[src/logic/cmd_pkg.sv]
`default_nettype none

package cmd_pkg;

    // --------------------
    // decoder side

    localparam int NIBBLE_W = 4;              // one hex digit

    typedef enum logic [2:0] {
        TOK_HEX,
        TOK_WRITE,                            // 'W'
        TOK_READ,                             // 'R'
        TOK_SPACE,
        TOK_CR,
        TOK_LF,
        TOK_BAD                               // anything the decoder does not know
    } tok_kind_e;

    typedef struct packed {
        logic                done;            // token strobe
        tok_kind_e           kind;
        logic [NIBBLE_W-1:0] nibble;          // only meaningful for TOK_HEX
    } token_t;

    // --------------------
    // register file side

    typedef logic [7:0]  addr_t;
    typedef logic [31:0] data_t;

    localparam addr_t ADDR_MIN = 8'd1;
    localparam addr_t ADDR_MAX = 8'd2;

    typedef struct packed {
        logic  wr;
        logic  rd;
        addr_t addr;
        data_t data;
    } reg_req_t;

    typedef struct packed {
        logic  wr_done;
        logic  rd_done;
        data_t rdata;                         // valid with rd_done
    } reg_rsp_t;

    // --------------------
    // encoder side

    typedef enum logic [3:0] {
        SYM_NONE,
        SYM_O,
        SYM_K,
        SYM_F,
        SYM_A,
        SYM_I,
        SYM_L,
        SYM_DIGIT,
        SYM_ENTER,
        SYM_PROMPT
    } sym_kind_e;

    typedef struct packed {
        sym_kind_e           kind;
        logic [NIBBLE_W-1:0] digit;           // used with SYM_DIGIT
    } reply_sym_t;

    localparam reply_sym_t REPLY_NONE = '{kind: SYM_NONE, digit: '0};

    // symbol pacing, one symbol every SYMBOL_TICKS+1 clocks
    localparam int SYMBOL_TICKS = 4780;
    localparam int SYM_TIMER_W  = $clog2(SYMBOL_TICKS + 1);

    typedef logic [SYM_TIMER_W-1:0] sym_timer_t;
    typedef logic [3:0]             sym_idx_t;

    localparam sym_timer_t SYM_TIMER_LAST = sym_timer_t'(SYMBOL_TICKS);
    localparam sym_idx_t   DATA_DIGITS    = sym_idx_t'($bits(data_t) / NIBBLE_W);

endpackage

`default_nettype wire

[src/logic/cmd_parser.sv]
`timescale 1ns/1ps
`default_nettype none

module cmd_parser (
    input  wire                     clk,
    input  wire                     rst,
    input  wire cmd_pkg::token_t    token_i,
    output cmd_pkg::reg_req_t       reg_req_o,
    output logic                    fail_o
);

    typedef enum logic [2:0] {
        ST_IDLE,
        ST_GOT_WRITE,
        ST_GOT_READ,
        ST_ADDR,
        ST_DATA,
        ST_WAIT_CR,
        ST_WAIT_LF,
        ST_ERROR
    } ps_state_e;

    ps_state_e         state_q;
    ps_state_e         state_d;

    logic              wr_cmd_q;      // W seen at line start, else R
    logic              addr_bad_q;    // address outside ADDR_MIN..ADDR_MAX

    logic              tok_v;
    logic              tok_hex;
    logic              tok_lf;
    logic              cmd_ok;

    logic              fields_clear;
    logic              addr_shift;
    logic              data_shift;
    cmd_pkg::addr_t    addr_val;
    cmd_pkg::data_t    data_val;
    logic              addr_full;
    logic              data_full;

    assign tok_v   = token_i.done;
    assign tok_hex = tok_v && (token_i.kind == cmd_pkg::TOK_HEX);
    assign tok_lf  = tok_v && (token_i.kind == cmd_pkg::TOK_LF);

    // complete line with a good address
    assign cmd_ok = tok_lf && (state_q == ST_WAIT_LF) && !addr_bad_q;

    // --------------------
    // hex fields

    assign fields_clear = (state_q == ST_IDLE);
    assign addr_shift   = tok_hex && (state_q == ST_ADDR);
    assign data_shift   = tok_hex && (state_q == ST_DATA);

    hex_field_collector #(
        .field_t (cmd_pkg::addr_t)
    ) u_addr_field (
        .clk      (clk),
        .rst      (rst),
        .clear_i  (fields_clear),
        .shift_i  (addr_shift),
        .nibble_i (token_i.nibble),
        .value_o  (addr_val),
        .full_o   (addr_full)
    );

    hex_field_collector #(
        .field_t (cmd_pkg::data_t)
    ) u_data_field (
        .clk      (clk),
        .rst      (rst),
        .clear_i  (fields_clear),
        .shift_i  (data_shift),
        .nibble_i (token_i.nibble),
        .value_o  (data_val),
        .full_o   (data_full)
    );

    // --------------------
    // grammar FSM

    always_comb begin
        state_d = state_q;
        case (state_q)
            ST_IDLE: begin
                if (tok_v) begin
                    if (token_i.kind == cmd_pkg::TOK_WRITE) begin
                        state_d = ST_GOT_WRITE;
                    end else if (token_i.kind == cmd_pkg::TOK_READ) begin
                        state_d = ST_GOT_READ;
                    end else begin
                        state_d = ST_ERROR;
                    end
                end
            end
            ST_GOT_WRITE, ST_GOT_READ: begin
                if (tok_v) begin
                    state_d = (token_i.kind == cmd_pkg::TOK_SPACE) ? ST_ADDR : ST_ERROR;
                end
            end
            ST_ADDR: begin
                if (tok_v) begin
                    if (tok_hex && !addr_full) begin
                        state_d = ST_ADDR;
                    end else if (addr_full && wr_cmd_q
                                 && token_i.kind == cmd_pkg::TOK_SPACE) begin
                        state_d = ST_DATA;
                    end else if (addr_full && !wr_cmd_q
                                 && token_i.kind == cmd_pkg::TOK_CR) begin
                        state_d = ST_WAIT_LF;
                    end else begin
                        state_d = ST_ERROR;
                    end
                end else if (addr_full && !wr_cmd_q) begin
                    state_d = ST_WAIT_CR;       // read line only needs CR now
                end
            end
            ST_DATA: begin
                if (tok_v) begin
                    if (tok_hex && !data_full) begin
                        state_d = ST_DATA;
                    end else if (data_full && token_i.kind == cmd_pkg::TOK_CR) begin
                        state_d = ST_WAIT_LF;
                    end else begin
                        state_d = ST_ERROR;     // e.g. a ninth digit
                    end
                end else if (data_full) begin
                    state_d = ST_WAIT_CR;
                end
            end
            ST_WAIT_CR: begin
                if (tok_v) begin
                    state_d = (token_i.kind == cmd_pkg::TOK_CR) ? ST_WAIT_LF : ST_ERROR;
                end
            end
            ST_WAIT_LF: begin
                if (tok_v) begin
                    state_d = ST_ERROR;
                end
            end
            default: begin
                state_d = ST_ERROR;             // error holds until LF
            end
        endcase

        // LF always closes the line
        if (tok_lf) begin
            state_d = ST_IDLE;
        end
    end

    always_ff @(posedge clk or posedge rst) begin
        if (rst) begin
            state_q <= ST_IDLE;
        end else begin
            state_q <= state_d;
        end
    end

    // command letter, latched when the line starts
    always_ff @(posedge clk or posedge rst) begin
        if (rst) begin
            wr_cmd_q <= 1'b0;
        end else if (state_q == ST_IDLE && tok_v) begin
            wr_cmd_q <= (token_i.kind == cmd_pkg::TOK_WRITE);
        end
    end

    // address range check once both digits are in
    always_ff @(posedge clk or posedge rst) begin
        if (rst) begin
            addr_bad_q <= 1'b0;
        end else if (state_q == ST_IDLE) begin
            addr_bad_q <= 1'b0;
        end else if (addr_full) begin
            addr_bad_q <= (addr_val < cmd_pkg::ADDR_MIN) || (addr_val > cmd_pkg::ADDR_MAX);
        end
    end

    // --------------------
    // request / fail strobes, one cycle after LF

    always_ff @(posedge clk or posedge rst) begin
        if (rst) begin
            reg_req_o <= '0;
            fail_o    <= 1'b0;
        end else begin
            reg_req_o <= '0;                    // addr and data zero between strobes
            fail_o    <= tok_lf && !cmd_ok;
            if (cmd_ok) begin
                reg_req_o.wr   <= wr_cmd_q;
                reg_req_o.rd   <= !wr_cmd_q;
                reg_req_o.addr <= addr_val;
                reg_req_o.data <= data_val;     // still zero on a read line
            end
        end
    end

endmodule

`default_nettype wire

[src/logic/hex_field_collector.sv]
`timescale 1ns/1ps
`default_nettype none

module hex_field_collector #(
    parameter type field_t = logic [7:0]
) (
    input  wire                          clk,
    input  wire                          rst,
    input  wire                          clear_i,   // zero value and count
    input  wire                          shift_i,   // take nibble_i
    input  wire [cmd_pkg::NIBBLE_W-1:0]  nibble_i,
    output field_t                       value_o,
    output logic                         full_o
);

    localparam int FIELD_W = $bits(field_t);
    localparam int DIGITS  = FIELD_W / cmd_pkg::NIBBLE_W;
    localparam int CNT_W   = $clog2(DIGITS + 1);

    logic [FIELD_W-1:0] value_q;
    logic [CNT_W-1:0]   cnt_q;

    assign full_o  = (cnt_q == CNT_W'(DIGITS));
    assign value_o = field_t'(value_q);

    // digit counter
    always_ff @(posedge clk or posedge rst) begin
        if (rst) begin
            cnt_q <= '0;
        end else if (clear_i) begin
            cnt_q <= '0;
        end else if (shift_i && !full_o) begin
            cnt_q <= cnt_q + 1'b1;
        end
    end

    // new digit enters at the low end, first digit ends up most significant
    always_ff @(posedge clk) begin
        if (clear_i) begin
            value_q <= '0;
        end else if (shift_i && !full_o) begin
            value_q <= {value_q[FIELD_W-cmd_pkg::NIBBLE_W-1:0], nibble_i};
        end
    end

endmodule

`default_nettype wire

[src/logic/reply_sequencer.sv]
`timescale 1ns/1ps
`default_nettype none

module reply_sequencer (
    input  wire                     clk,
    input  wire                     rst,
    input  wire                     fail_i,
    input  wire cmd_pkg::reg_rsp_t  reg_rsp_i,
    output cmd_pkg::reply_sym_t     reply_o
);

    typedef enum logic [2:0] {
        ST_RESET_REPLY,
        ST_IDLE,
        ST_OK_REPLY,
        ST_READ_REPLY,
        ST_FAIL_REPLY
    } rs_state_e;

    rs_state_e               state_q;
    logic                    boot_q;       // high in the first cycle after reset

    cmd_pkg::sym_timer_t     timer_q;
    cmd_pkg::sym_idx_t       sym_idx_q;    // symbols sent in this reply
    cmd_pkg::data_t          rd_buf_q;

    logic                    sym_tick;
    logic                    last_sym;
    cmd_pkg::sym_idx_t       body_len;     // symbols before enter
    cmd_pkg::sym_idx_t       prompt_idx;
    cmd_pkg::reply_sym_t     sym_d;

    assign sym_tick = (state_q != ST_IDLE) && (timer_q == cmd_pkg::SYM_TIMER_LAST);

    // --------------------
    // symbol select

    always_comb begin
        case (state_q)
            ST_OK_REPLY:   body_len = cmd_pkg::sym_idx_t'(2);
            ST_READ_REPLY: body_len = cmd_pkg::DATA_DIGITS;
            ST_FAIL_REPLY: body_len = cmd_pkg::sym_idx_t'(4);
            default:       body_len = '0;        // reset reply is enter, prompt only
        endcase
    end

    assign prompt_idx = body_len + 1'b1;
    assign last_sym   = (sym_idx_q == prompt_idx);

    always_comb begin
        sym_d = cmd_pkg::REPLY_NONE;
        if (sym_idx_q == body_len) begin
            sym_d.kind = cmd_pkg::SYM_ENTER;
        end else if (last_sym) begin
            sym_d.kind = cmd_pkg::SYM_PROMPT;
        end else begin
            case (state_q)
                ST_OK_REPLY: begin
                    sym_d.kind = (sym_idx_q == '0) ? cmd_pkg::SYM_O : cmd_pkg::SYM_K;
                end
                ST_READ_REPLY: begin
                    sym_d.kind  = cmd_pkg::SYM_DIGIT;
                    sym_d.digit = rd_buf_q[$bits(cmd_pkg::data_t)-1 -: cmd_pkg::NIBBLE_W];
                end
                ST_FAIL_REPLY: begin
                    case (sym_idx_q[1:0])
                        2'd0:    sym_d.kind = cmd_pkg::SYM_F;
                        2'd1:    sym_d.kind = cmd_pkg::SYM_A;
                        2'd2:    sym_d.kind = cmd_pkg::SYM_I;
                        default: sym_d.kind = cmd_pkg::SYM_L;
                    endcase
                end
                default: begin
                    sym_d = cmd_pkg::REPLY_NONE;
                end
            endcase
        end
    end

    // --------------------
    // reply FSM

    always_ff @(posedge clk or posedge rst) begin
        if (rst) begin
            state_q <= ST_IDLE;
            boot_q  <= 1'b1;
        end else begin
            boot_q <= 1'b0;
            case (state_q)
                ST_IDLE: begin
                    if (boot_q) begin
                        state_q <= ST_RESET_REPLY;
                    end else if (fail_i) begin
                        state_q <= ST_FAIL_REPLY;
                    end else if (reg_rsp_i.wr_done) begin
                        state_q <= ST_OK_REPLY;
                    end else if (reg_rsp_i.rd_done) begin
                        state_q <= ST_READ_REPLY;
                    end
                end
                default: begin
                    if (sym_tick && last_sym) begin
                        state_q <= ST_IDLE;  // triggers while busy were dropped
                    end
                end
            endcase
        end
    end

    // timer starts at 1 so the first symbol lands SYMBOL_TICKS+1 after the trigger
    always_ff @(posedge clk or posedge rst) begin
        if (rst) begin
            timer_q   <= '0;
            sym_idx_q <= '0;
        end else if (state_q == ST_IDLE) begin
            timer_q   <= cmd_pkg::sym_timer_t'(1);
            sym_idx_q <= '0;
        end else if (sym_tick) begin
            timer_q   <= '0;
            sym_idx_q <= last_sym ? '0 : sym_idx_q + 1'b1;
        end else begin
            timer_q   <= timer_q + 1'b1;
        end
    end

    // read data, top nibble goes out first
    always_ff @(posedge clk) begin
        if (state_q == ST_IDLE && reg_rsp_i.rd_done) begin
            rd_buf_q <= reg_rsp_i.rdata;
        end else if (sym_tick && state_q == ST_READ_REPLY) begin
            rd_buf_q <= rd_buf_q << cmd_pkg::NIBBLE_W;
        end
    end

    // one-cycle symbol pulse
    always_ff @(posedge clk or posedge rst) begin
        if (rst) begin
            reply_o <= cmd_pkg::REPLY_NONE;
        end else if (sym_tick) begin
            reply_o <= sym_d;
        end else begin
            reply_o <= cmd_pkg::REPLY_NONE;
        end
    end

endmodule

`default_nettype wire

[src/logic/uart_cmd_ctrl.sv]
`timescale 1ns/1ps
`default_nettype none

module uart_cmd_ctrl (
    input  wire                     clk,
    input  wire                     rst,
    input  wire cmd_pkg::token_t    token_i,      // from the character decoder
    input  wire cmd_pkg::reg_rsp_t  reg_rsp_i,    // from the register file
    output cmd_pkg::reg_req_t       reg_req_o,    // to the register file
    output cmd_pkg::reply_sym_t     reply_o       // to the encoder
);

    logic cmd_fail;    // bad line, parser to reply

    // --------------------
    // command side

    cmd_parser u_parser (
        .clk       (clk),
        .rst       (rst),
        .token_i   (token_i),
        .reg_req_o (reg_req_o),
        .fail_o    (cmd_fail)
    );

    // --------------------
    // reply side

    reply_sequencer u_reply (
        .clk       (clk),
        .rst       (rst),
        .fail_i    (cmd_fail),
        .reg_rsp_i (reg_rsp_i),
        .reply_o   (reply_o)
    );

endmodule

`default_nettype wire

[config.mk]
export PLATFORM = sky130hd
export DESIGN_NAME = uart_cmd_ctrl
export DESIGN_NICKNAME = d
export VERILOG_FILES = /design/src/logic/cmd_pkg.sv /design/src/logic/cmd_parser.sv /design/src/logic/hex_field_collector.sv /design/src/logic/reply_sequencer.sv /design/src/logic/uart_cmd_ctrl.sv
export SDC_FILE = /design/constraint.sdc
export NUM_CORES = 1
export LEC_CHECK = 0
export ABC_AREA = 1
export BUFFER_PORTS_ARGS = -buffer_cell sky130_fd_sc_hd__buf_2
export CORE_UTILIZATION = 55
export CTS_BUF_LIST = sky130_fd_sc_hd__clkbuf_4
export DETAILED_ROUTE_END_ITERATION = 8
export PLACE_DENSITY = 0.86
export SYNTH_ARGS = -nofsm -noshare
export SYNTH_HDL_FRONTEND = slang
export SYNTH_SLANG_ARGS = --single-unit
[constraint.sdc]
create_clock -name clk -period 2.6 [get_ports clk]
set_input_delay 0.13 -clock clk [delete_from_list [all_inputs] [get_ports clk]]
set_output_delay 0.13 -clock clk [all_outputs]
set_load 0.05 [all_outputs]
Yosys cells after proc, flatten, opt, wreduce, memory -nomap -nowiden --
Index checks and enable logic that the tools add are counted.
Word-level totals: flip-flop bits (word level) 155, input port bits 44, word-level logic and storage cells 145
Cells by class: add/sub/neg operators 5, order comparisons 2, equality and inequality tests 30, muxes and demuxes 49, reduce and logical (&&, ||, !) cells 40
Operators by type and width (number):
- 2-to-1 mux 32 bit | 2
- 2-to-1 mux 3 bit | 21
- 2-to-1 mux 42 bit | 1
- 2-to-1 mux 4 bit | 10
- 2-to-1 mux 13 bit | 2
- case mux 4 bit (3 select lines) | 2
- logical AND 1 bit | 21
- == test 3 x 2 -> 1 bit (second input constant) | 6
- == test 3 bit (second input constant) | 6
- case mux 3 bit (6 select lines) | 1
- adder 13 x 1 -> 13 bit (second input constant) | 1
- == test 13 bit (second input constant) | 1
- adder 4 x 1 -> 4 bit (second input constant) | 3
- inequality test 3 x 2 -> 1 bit (second input constant) | 4
- nonzero test 2 bit | 6
- == test 3 x 1 -> 1 bit (second input constant) | 3
- case mux 3 bit (3 select lines) | 1
- == test 4 bit | 2
- greater-than comparator 8 x 2 -> 1 bit (second input constant) | 1
- less-than comparator 8 x 1 -> 1 bit (second input constant) | 1
- 2-to-1 mux 8 bit | 1
- logical NOT 3 bit | 2
- 2-to-1 mux 2 bit | 3
- AND reduction 6 bit | 1
- other kinds (15) | 24

Depth between registers and ports, before layout --
Gate-level depths: netlist of the first run.
depth after elaboration 9, mapped depth 11, mapped depth without buffers 11

Cells and area by module --
Synthesis of the first run repeated with hierarchy kept, for this count alone.
Unflattened totals: cell total of the unflattened synthesis 863, area total of the unflattened synthesis 7259.5 µm²
By module, submodules not included:
- reply_sequencer | times used 1, cells an instance 336, area each 3052.9 µm², sequential area each 1689.1 µm²
- cmd_parser | times used 1, cells an instance 218, area each 1984.4 µm², sequential area each 1201.2 µm²
- hex_field_collector (u_parser.u_data_field) | times used 1, cells an instance 242, area each 1744.2 µm², sequential area each 740.7 µm²
- hex_field_collector (u_parser.u_addr_field) | times used 1, cells an instance 67, area each 478.0 µm², sequential area each 210.2 µm²

Least setup slack after synthesis of the first run --
OpenSTA, ideal clock, no wires.
kind reg2reg, from reg u_reply.state_q[0], to reg u_reply.rd_buf_q[0], enable pin, library setup time 389 ps, arrival time 1947 ps, data required time 2211 ps, slack 263 ps, cell stages (with the launch flop) 8, buffers on the path 1, period minus slack after synthesis 2337 ps, cells stage by stage dfstp_2 inv_2 nor3_4 inv_2 nor2_4 inv_2 buf_2 nand2_1
On the way: cells in the longest elaborated chain, start to end 4
RTL lines:
- start: declaration | line reply_sequencer.sv:20 | rs_state_e state_q;
- start signal: assignment | line reply_sequencer.sv:85 | state_q <= ST_IDLE;
- start signal: assignment | line reply_sequencer.sv:92 | state_q <= ST_RESET_REPLY;
- start signal: assignment | line reply_sequencer.sv:94 | state_q <= ST_FAIL_REPLY;
- inequality test 3 x 1 -> 1 bit | line reply_sequencer.sv:33 | assign sym_tick = (state_q != ST_IDLE) && (timer_q == cmd_pkg::SYM_TIMER_LAST);
- logical AND 1 bit | line reply_sequencer.sv:33
- logical AND 1 bit | line reply_sequencer.sv:130 | end else if (sym_tick && state_q == ST_READ_REPLY) begin
- nonzero test 2 bit (no source line) (*)
- end signal: assignment | line reply_sequencer.sv:129 | rd_buf_q <= reg_rsp_i.rdata;
- end signal: assignment | line reply_sequencer.sv:131 | rd_buf_q <= rd_buf_q << cmd_pkg::NIBBLE_W;
- end: declaration | line reply_sequencer.sv:25 | cmd_pkg::data_t rd_buf_q;
Mark *: on every way between the ends. The rest lies on a longest branch, timed or not. A chain may end at the register's enable or synchronous reset.

Final worst setup path of the first run --
from reg u_reply.state_q[0], to reg u_reply.rd_buf_q[14], enable pin
Same word-level chain as after synthesis.

==> qor.csv, run 1 <==
metric;value;unit
detail-route-antenna-nets;0;
avgSynthCellArea;8.95;µm²
intPower;3400;µW
powerDensity;637;nW/µm²
synthMuxAreaShare;0;
worst_clock_skew;0.0147;ns
cts-resized-gates;0;
die_w;110;µm
wirelength;13600;µm
power_leakage;0.00378;µW
finalSetupTns;0;ns
p_switching;1470;µW
grt_pass1_wl;22700;µm
numCtsBuffers;17;
combPwrFrac;0.174;
relSlewSlack;0.518;
status;finished, final reports clean;
min_period_over_period;0.823;
pwr-share-clk;0.238;
fmax;467;MHz
path_max_fanout;33;
synth_largest_area_cell;dfrtp_1;
drtIter0Drc;295;
synth_top_area_share;0.316;
drive_above_1_share;0.169;
synth-edff-count;32;
num_rows;39;
worstMarginPinSlew;0.721;ns
synth-compound-area-share;0.0922;
insertion_delay;0.55;ns
io_buffers;93;
synth_common_cells;162 x nand2_1, 90 x inv_1, 82 x nor2_1, 81 x dfrtp_1, 59 x o21ai_0;
hp-class;in -> reg;
rsz0062_at_grt;no;
synthAdderAreaFrac;0.0195;
netlist_instances;716;
die_area;12100;µm²
crit_type;reg -> reg;
nNetsFinal;907;
place_area;7000;µm²
routedWlPerCell;13.4;µm
antenna_found_initial;1;
worstPathRequired;2.85;ns
fin_area;7630;µm²
clk_path_buf_depth;2;
grt_use_total;0.249;
netlist_area;6410;µm²
vias;5107;
setup_violations;0;
cts_tree;yes;
cap_violations;0;
yosys-top-cells-area;dfrtp_1 32%, edfxtp_1 15%, dfxtp_1 13%;
grt_pass1_vias;5008;
core;11400;µm²
ys_types;35;
grt_max_degree;46;
end_kind;flop;
die-height;110;µm
critPathArrivalTime;2.39;ns
dr.pass1.iters;5;
drt-vias-per-instance;5.06;
ys_seq_elements;155;
fin_crit;2.14;ns
overflow;0;
irDropWorstVdd;0.410;mV
synth-simple-area-share;0.200;
synth.yosys.seq_area_share;0.600;
synth-xor-area-share;0.0109;
cts_max_level;4;
layout-area-overhead-vs-synth;19.1;%
root_buffer;clkbuf_4;
hold_viol;0;
synth_flop_cell;dfrtp_1;
slew_viol_final;0;
synth_top_family_by_area;simple AND/OR/NAND/NOR gates;
gp_congestion;0.883;
cts_sinks;155;
io_pins;94;
syn_nets;770;
yosys_warnings;0;
start_util;0.563;
dpl.hpwl;8190;µm
sw_frac_of_total;0.302;
path_clk_slew;0.12;ns
worstSetupStartpointType;flop;
yosysMostFrequentCell;nand2_1;
async_flop_share;0.535;
post-route-drc-count;0;
fin_util;0.671;
pwr-share-seq;0.587;
[per-stage QoR]
| stage | cells | total power [µW] | worst slack (ns) | hold WS [ns] |
|---|---|---|---|---|
| floorplan | 716 | 3470 | 0.263 | 0.285 |
| detailed placement | 934 | 3680 | 0.493 | 0.259 |
| global route | 1010 | 5170 | 0.298 | 0.153 |
| CTS | 1009 | 4870 | 0.464 | 0.0588 |
| global placement | 934 | 3650 | 0.496 | 0.242 |
| finish | 1010 | 4860 | 0.459 | 0.0987 |
[sequential cells by signal, indices dropped and copies added, names as in the netlist, 2 cells and up]
| name | flops |
|---|---|
| u_parser.reg_req_o | 42 |
| u_parser.u_data_field.value_o | 32 |
| u_reply.rd_buf_q | 32 |
| u_reply.timer_q | 13 |
| u_parser.u_addr_field.value_o | 8 |
| u_reply.reply_o | 8 |
| u_parser.u_data_field.cnt_q | 4 |
| u_reply.sym_idx_q | 4 |
| u_parser.state_q | 3 |
| u_reply.state_q | 3 |
| u_parser.u_addr_field.cnt_q | 2 |
[layout make-up]
class,count,area (µm²)
flip-flops and latches,155,3840
fillers,883,3740
multi-input cells,440,2070
repair buffers,143,973
inverters,96,362
well taps,143,179
clock buffers,19,143
clock inverters,13,61.3
diodes,1,2.50
[per-layer routing]
| metal | global-route usage | routed length, µm | vias to the layer above |
|---|---|---|---|
| li1 | - | - | 2540 |
| met1 | 0.300 | 5700 | 2395 |
| met5 | 0 | 0 | - |
| met4 | 0.115 | 395 | 0 |
| met3 | 0.0616 | 638 | 38 |
| met2 | 0.421 | 6830 | 134 |
[worst max-delay path, cell delays in order, from the launching register on]
cell and delay, ns:
dfstp_2 0.57, inv_2 0.07, nor3_4 0.24, inv_2 0.11, nor2_4 0.10, inv_2 0.21
nand2_1 0.30, buf_12 0.23
[cells by family (layout without fill, tap and decap cells)]
| logic type | count (synthesis) | in the layout |
|---|---|---|
| other cells | 1 | 2 |
| flops | 155 | 155 |
| buf+inv | 121 | 271 |
| fa+ha+maj | 10 | 10 |
| compound gates | 116 | 116 |
| xor+xnor | 8 | 8 |
| simple gates | 305 | 305 |
[cells in the final DEF (no fill, tap or decap), types with 3 or more instances in the layout]
| master | n |
|---|---|
| buf_2 | 93 |
| buf_4 | 5 |
| ha_1 | 10 |
| clkinv_1 | 4 |
| inv_2 | 7 |
| o21ai_0 | 59 |
| inv_1 | 89 |
| edfxtp_1 | 32 |
| nand2_1 | 162 |
| xor2_1 | 7 |
| a21oi_1 | 50 |
| nor3b_1 | 6 |
| nor3_1 | 10 |
| dfxtp_1 | 40 |
| dfrtp_1 | 81 |
| nor2_2 | 4 |
| clkbuf_4 | 19 |
| nand4_1 | 3 |
| nand3_1 | 30 |
| dlygate4sd3_1 | 43 |
| nor2_1 | 82 |
| clkinv_2 | 8 |
[power by group through the flow]
| stage | Sequential [µW] | Combinational (µW) | Clock (µW) |
|---|---|---|---|
| 5_1_grt | 2890 | 985 | 1290 |
| 6_report | 2860 | 847 | 1160 |
| 2_1_floorplan | 2870 | 593 | 0 |
| 3_5_place_dp | 2900 | 781 | 0 |
| 3_3_place_gp | 2890 | 753 | 0 |
| 4_1_cts | 2850 | 835 | 1190 |
[final timing paths]
check	from	endpoint	slack (ns)	cells after the start
worst min-delay path	token_i[4]	u_parser.state_q[2]	0.1	6
min in group asynchronous	rst	u_reply.reply_o[7]	0.21	3
worst max register to register	u_reply.state_q[0]	u_reply.rd_buf_q[14]	0.46	7
worst min register to register	u_parser.u_data_field.value_o[31]	u_parser.reg_req_o[31]	0.43	2
worst max-delay path	u_reply.state_q[0]	u_reply.rd_buf_q[14]	0.46	7
max in group asynchronous	rst	u_reply.state_q[0]	1.68	4
[what timing repair did]
action | 4_1_cts | 5_1_grt
hold buffers | 43 | 0
hold endpoints to repair | 83 | 0
buffers inserted | 0 | 0
Note: power is estimated with default switching activity, not from simulation.
==> inputs of run 2 (changes only) <==
- clock period: 2.6 -> 2.2 ns (I/O delays scaled with it)
==> qor.csv, run 2 (synthesis gave the netlist of run 1 again) <==
metric;value;unit
grt_use_total;0.240;
drive_above_1_share;0.174;
clk_path_buf_depth;2;
drt-vias-per-instance;5.01;
max_stage_delay;0.43;ns
powerDensity;819;nW/µm²
layout-area-overhead-vs-synth;21.9;%
top_register;u_parser.reg_req_o;
path_clk_slew;0.13;ns
power;6400;µW
dr.pass1.iters;5;
worst_clock_skew;0.0161;ns
finalSetupTns;0;ns
antenna_found_initial;1;
irDropWorstVdd;0.574;mV
post-route-drc-count;0;
min_period_over_period;0.854;
dpl.hpwl;8020;µm
gp_congestion;0.885;
setup_violations;0;
post_cts_buffers;0;
worstSetupStartpointType;flop;
power_leakage;0.00385;µW
grt_pass1_wl;21800;µm
wirelength;13300;µm
rsz0062_at_grt;no;
slew_viol_final;0;
detail-route-antenna-nets;0;
path_cells;inv_1 -> ha_1 -> nand2_1 -> nor2_1 -> nand3_1 -> inv_1 -> nand2_1 -> nand2_2 -> buf_12;
mostFrequentLayoutCell;nand2_1;
die_w;110;µm
overflow;0;
routedWlPerCell;13.1;µm
status;finished, final reports clean;
r2r-start;u_reply.timer_q[0];
drtIter0Drc;244;
ff2ff_setup_slack;0.32;ns
nNetsFinal;909;
start_util;0.563;
cts_sinks;155;
root_buffer;clkbuf_4;
critPathArrivalTime;2.13;ns
rr_endpoint;u_reply.rd_buf_q[9];
hold_viol;0;
fmax;532;MHz
final_cell_mix;161 x nand2_1, 93 x buf_2, 89 x inv_1;
vias;5071;
fin_crit;1.88;ns
numCtsBuffers;17;
grt_max_degree;76;
io_pins;94;
critical_path.top_delay_family;simple AND/OR/NAND/NOR gates;
cpMaxStageDelayCell;dfrtp_1;
cp-startpoint;u_reply.timer_q[0];
cap_violations;0;
cts_tree;yes;
cts_max_level;4;
die_area;12100;µm²
hold_slack;0.0470;ns
insertion_delay;0.54;ns
end_kind;flop;
io_buffers;93;
crit_type;reg -> reg;
grt_pass1_vias;4910;
core;11400;µm²
critPathBufInv;3;
num_rows;39;
hp-class;in -> async;
path_max_fanout;32;
fin_util;0.687;
rr_worst_depth;9;
largest_reg_flops;42;
die-height;110;µm
worstPathRequired;2.45;ns
## run 2: cell count changes in the layout (fill, tap and decap cells not counted), sizes merged
cell / change
buf: +2
clkinv: -7
clkbuf: +1
bufinv: +5
clkinvlp: +1
## run 2: metal layers
layer / up-vias / wire (µm) / global-route usage
met3: 28 / 492 / 0.0605
met1: 2367 / 5590 / 0.280
met5: - / 0 / 0
li1: 2551 / - / -
met4: 0 / 310 / 0.119
met2: 125 / 6900 / 0.412
## run 2: how the worst max path moves through the flow
| stage | slack, ns | endpoint | cells past startpoint |
|---|---|---|---|
| after detailed placement | 0.37 | u_reply.rd_buf_q[2] | 9 |
| after floorplan | 0.16 | u_reply.rd_buf_q[0] | 7 |
| after global routing | 0.15 | u_reply.rd_buf_q[18] | 9 |
| after global placement | 0.44 | u_reply.rd_buf_q[2] | 9 |
| after CTS | 0.31 | u_reply.rd_buf_q[9] | 9 |
| final | 0.32 | u_reply.rd_buf_q[9] | 9 |
## run 2: worst min-delay path, delay by kind of cell
kind / cells / cell delay, ns
buf+inv: 3 / 0.84
## run 2: repair_timing
item / 4_1_cts / 5_1_grt
hold buffers: 43 / 0
endpoints found under the hold margin: 126 / 0
gates resized for setup: 0 / 0
## run 2: power breakdown
group / leakage (µW) / internal [µW] / switching [µW] / total [µW]
combinational: 0.00194 / 383 / 611 / 994
clock: 0.000183 / 1050 / 975 / 2030
sequential: 0.00173 / 3190 / 180 / 3370
## run 2: final cells by class
cell class / instances / area, µm²
sequential: 155 / 3840
fill: 879 / 3560
multi-input combinational: 440 / 2070
timing repair buffer: 145 / 1000
inverter: 96 / 364
clock inverter: 12 / 196
tap: 143 / 179
clock buffer: 20 / 150
antenna: 1 / 2.50
## run 2: metrics by stage
stage,worst slack (ns),cell area (µm²),instances
after detailed placement,0.373,7030,936
after global routing,0.153,7810,1012
after floorplan,0.163,6410,716
after global placement,0.444,7030,936
final,0.321,7810,1012
after CTS,0.312,7800,1011
==> inputs of run 3 (changes only) <==
- clock period: 2.2 -> 1.8 ns (I/O delays scaled with it)
==> qor.csv, run 3 (synthesis gave the netlist of run 1 again) <==
metric;value;unit
max_stage_delay;0.58;ns
post-route-drc-count;0;
nNetsFinal;922;
fin_crit;1.69;ns
gp_congestion;0.855;
power;7540;µW
hp-class;in -> reg;
fmax;593;MHz
rsz0062_at_grt;no;
irDropWorstVdd;0.647;mV
dpl.hpwl;8010;µm
ff2ff_setup_slack;0.11;ns
io_pins;94;
worstPathRequired;2.11;ns
die_area;12100;µm²
io_buffers;93;
power_leakage;0.00391;µW
slew_viol_final;0;
clk_path_buf_depth;2;
path_clk_slew;0.12;ns
critical_path.top_delay_family;flip-flops;
end_kind;flop;
cts_tree;yes;
cap_violations;0;
grt_use_total;0.245;
drive_above_1_share;0.189;
status;finished, final reports clean;
cts_max_level;4;
critPathBufInv;4;
overflow;0;
wirelength;13500;µm
finalSetupTns;0;ns
dr.pass1.iters;7;
start_util;0.563;
drt-vias-per-instance;5.13;
die-height;110;µm
crit_type;reg -> reg;
routedWlPerCell;13.2;µm
layout-area-overhead-vs-synth;23.7;%
root_buffer;clkbuf_4;
min_period_over_period;0.936;
cts_sinks;155;
largest_reg_flops;42;
setup_violations;0;
vias;5246;
cp-startpoint;u_reply.state_q[0];
relSlewSlack;0.597;
cpMaxStageDelayCell;dfstp_2;
path_max_fanout;32;
worstSetupStartpointType;flop;
detail-route-antenna-nets;0;
die_w;110;µm
grt_pass1_vias;4902;
insertion_delay;0.56;ns
drtIter0Drc;339;
worst_clock_skew;0.0189;ns
path_cells;inv_2 -> nor3_4 -> inv_2 -> nor2_4 -> inv_2 -> buf_6 -> nand2_1 -> nand2_1;
critPathArrivalTime;2.00;ns
core;11400;µm²
powerDensity;951;nW/µm²
mostFrequentLayoutCell;nand2_1;
r2r-start;u_reply.state_q[0];
grt_max_degree;57;
final_cell_mix;159 x nand2_1, 93 x buf_2, 88 x inv_1;
numCtsBuffers;17;
grt_pass1_wl;22200;µm
diodes;0;
hold_viol;0;
worstMarginPinSlew;0.604;ns
antenna_found_initial;0;
hold_start;reg_rsp_i[32];
top_register;u_parser.reg_req_o;
path_common_cell;inv_2;
num_rows;39;
==> run 3: cell count changes in the layout (fill, tap and decap cells not counted), sizes merged <==
cell	previous run	this run
clkbuf	20	22
diode	1	0
buf	102	113
bufinv	5	3
inv	96	95
clkinv	5	7
==> run 3: final cells by class <==
cell class	instances	area, µm²
Timing Repair Buffer	158	1170
Fill cell	828	3440
Inverter	96	364
Clock buffer	20	150
Tap cell	143	179
Clock inverter	11	129
Sequential cell	155	3840
Multi-Input combinational cell	440	2100
==> run 3: where the power goes <==
group,leakage (µW),switching (µW),internal [µW],total [µW]
combinational,0.00203,782,507,1290
sequential,0.00173,212,3900,4120
clock,0.000155,1160,978,2140
==> run 3: worst paths after layout <==
| path | endpoint | depth (start not counted) |
|---|---|---|
| setup reg to reg | u_reply.rd_buf_q[7] | 8 |
| setup / recovery | u_reply.rd_buf_q[7] | 8 |
| max in group asynchronous | u_reply.boot_q | 4 |
| hold / removal | u_reply.state_q[1] | 6 |
| hold reg to reg | u_parser.reg_req_o[30] | 2 |
| min in group asynchronous | u_reply.timer_q[10] | 3 |
==> run 3: per-stage QoR <==
step	hold slack [ns]	util	cell area, µm²	worst slack [ns]	cells
after detailed placement	0.198	0.623	7090	0.143	942
after CTS	0.0149	0.686	7800	0.0978	1016
after global placement	0.193	0.623	7090	0.185	942
after floorplan	0.245	-	6430	0.0315	716
after global routing	0.0678	0.697	7930	0.00868	1023
final	0.0775	0.697	7930	0.115	1023
==> run 3: timing repair <==
action,CTS,global route
setup endpoints to repair,0,61
hold buffers,43,0
setup buffers,0,5
gates resized for setup,0,6
endpoints found under the hold margin,127,0
==> run 3: routing by layer <==
layer | global-route usage | share of wire | vias to the layer above
met5 | 0 | 0 | -
met4 | 0.130 | 0.035 | 0
met3 | 0.0676 | 0.054 | 43
met2 | 0.404 | 0.49 | 169
met1 | 0.292 | 0.42 | 2452
li1 | - | - | 2582
==> run 3: worst register-to-register path, cell delays in order, from the launching register on <==
cell and delay (ns):
dfstp_2 0.58, inv_2 0.07, nor3_4 0.13, inv_2 0.09, nor2_4 0.13, inv_2 0.09
buf_6 0.19, nand2_1 0.11, nand2_1 0.07
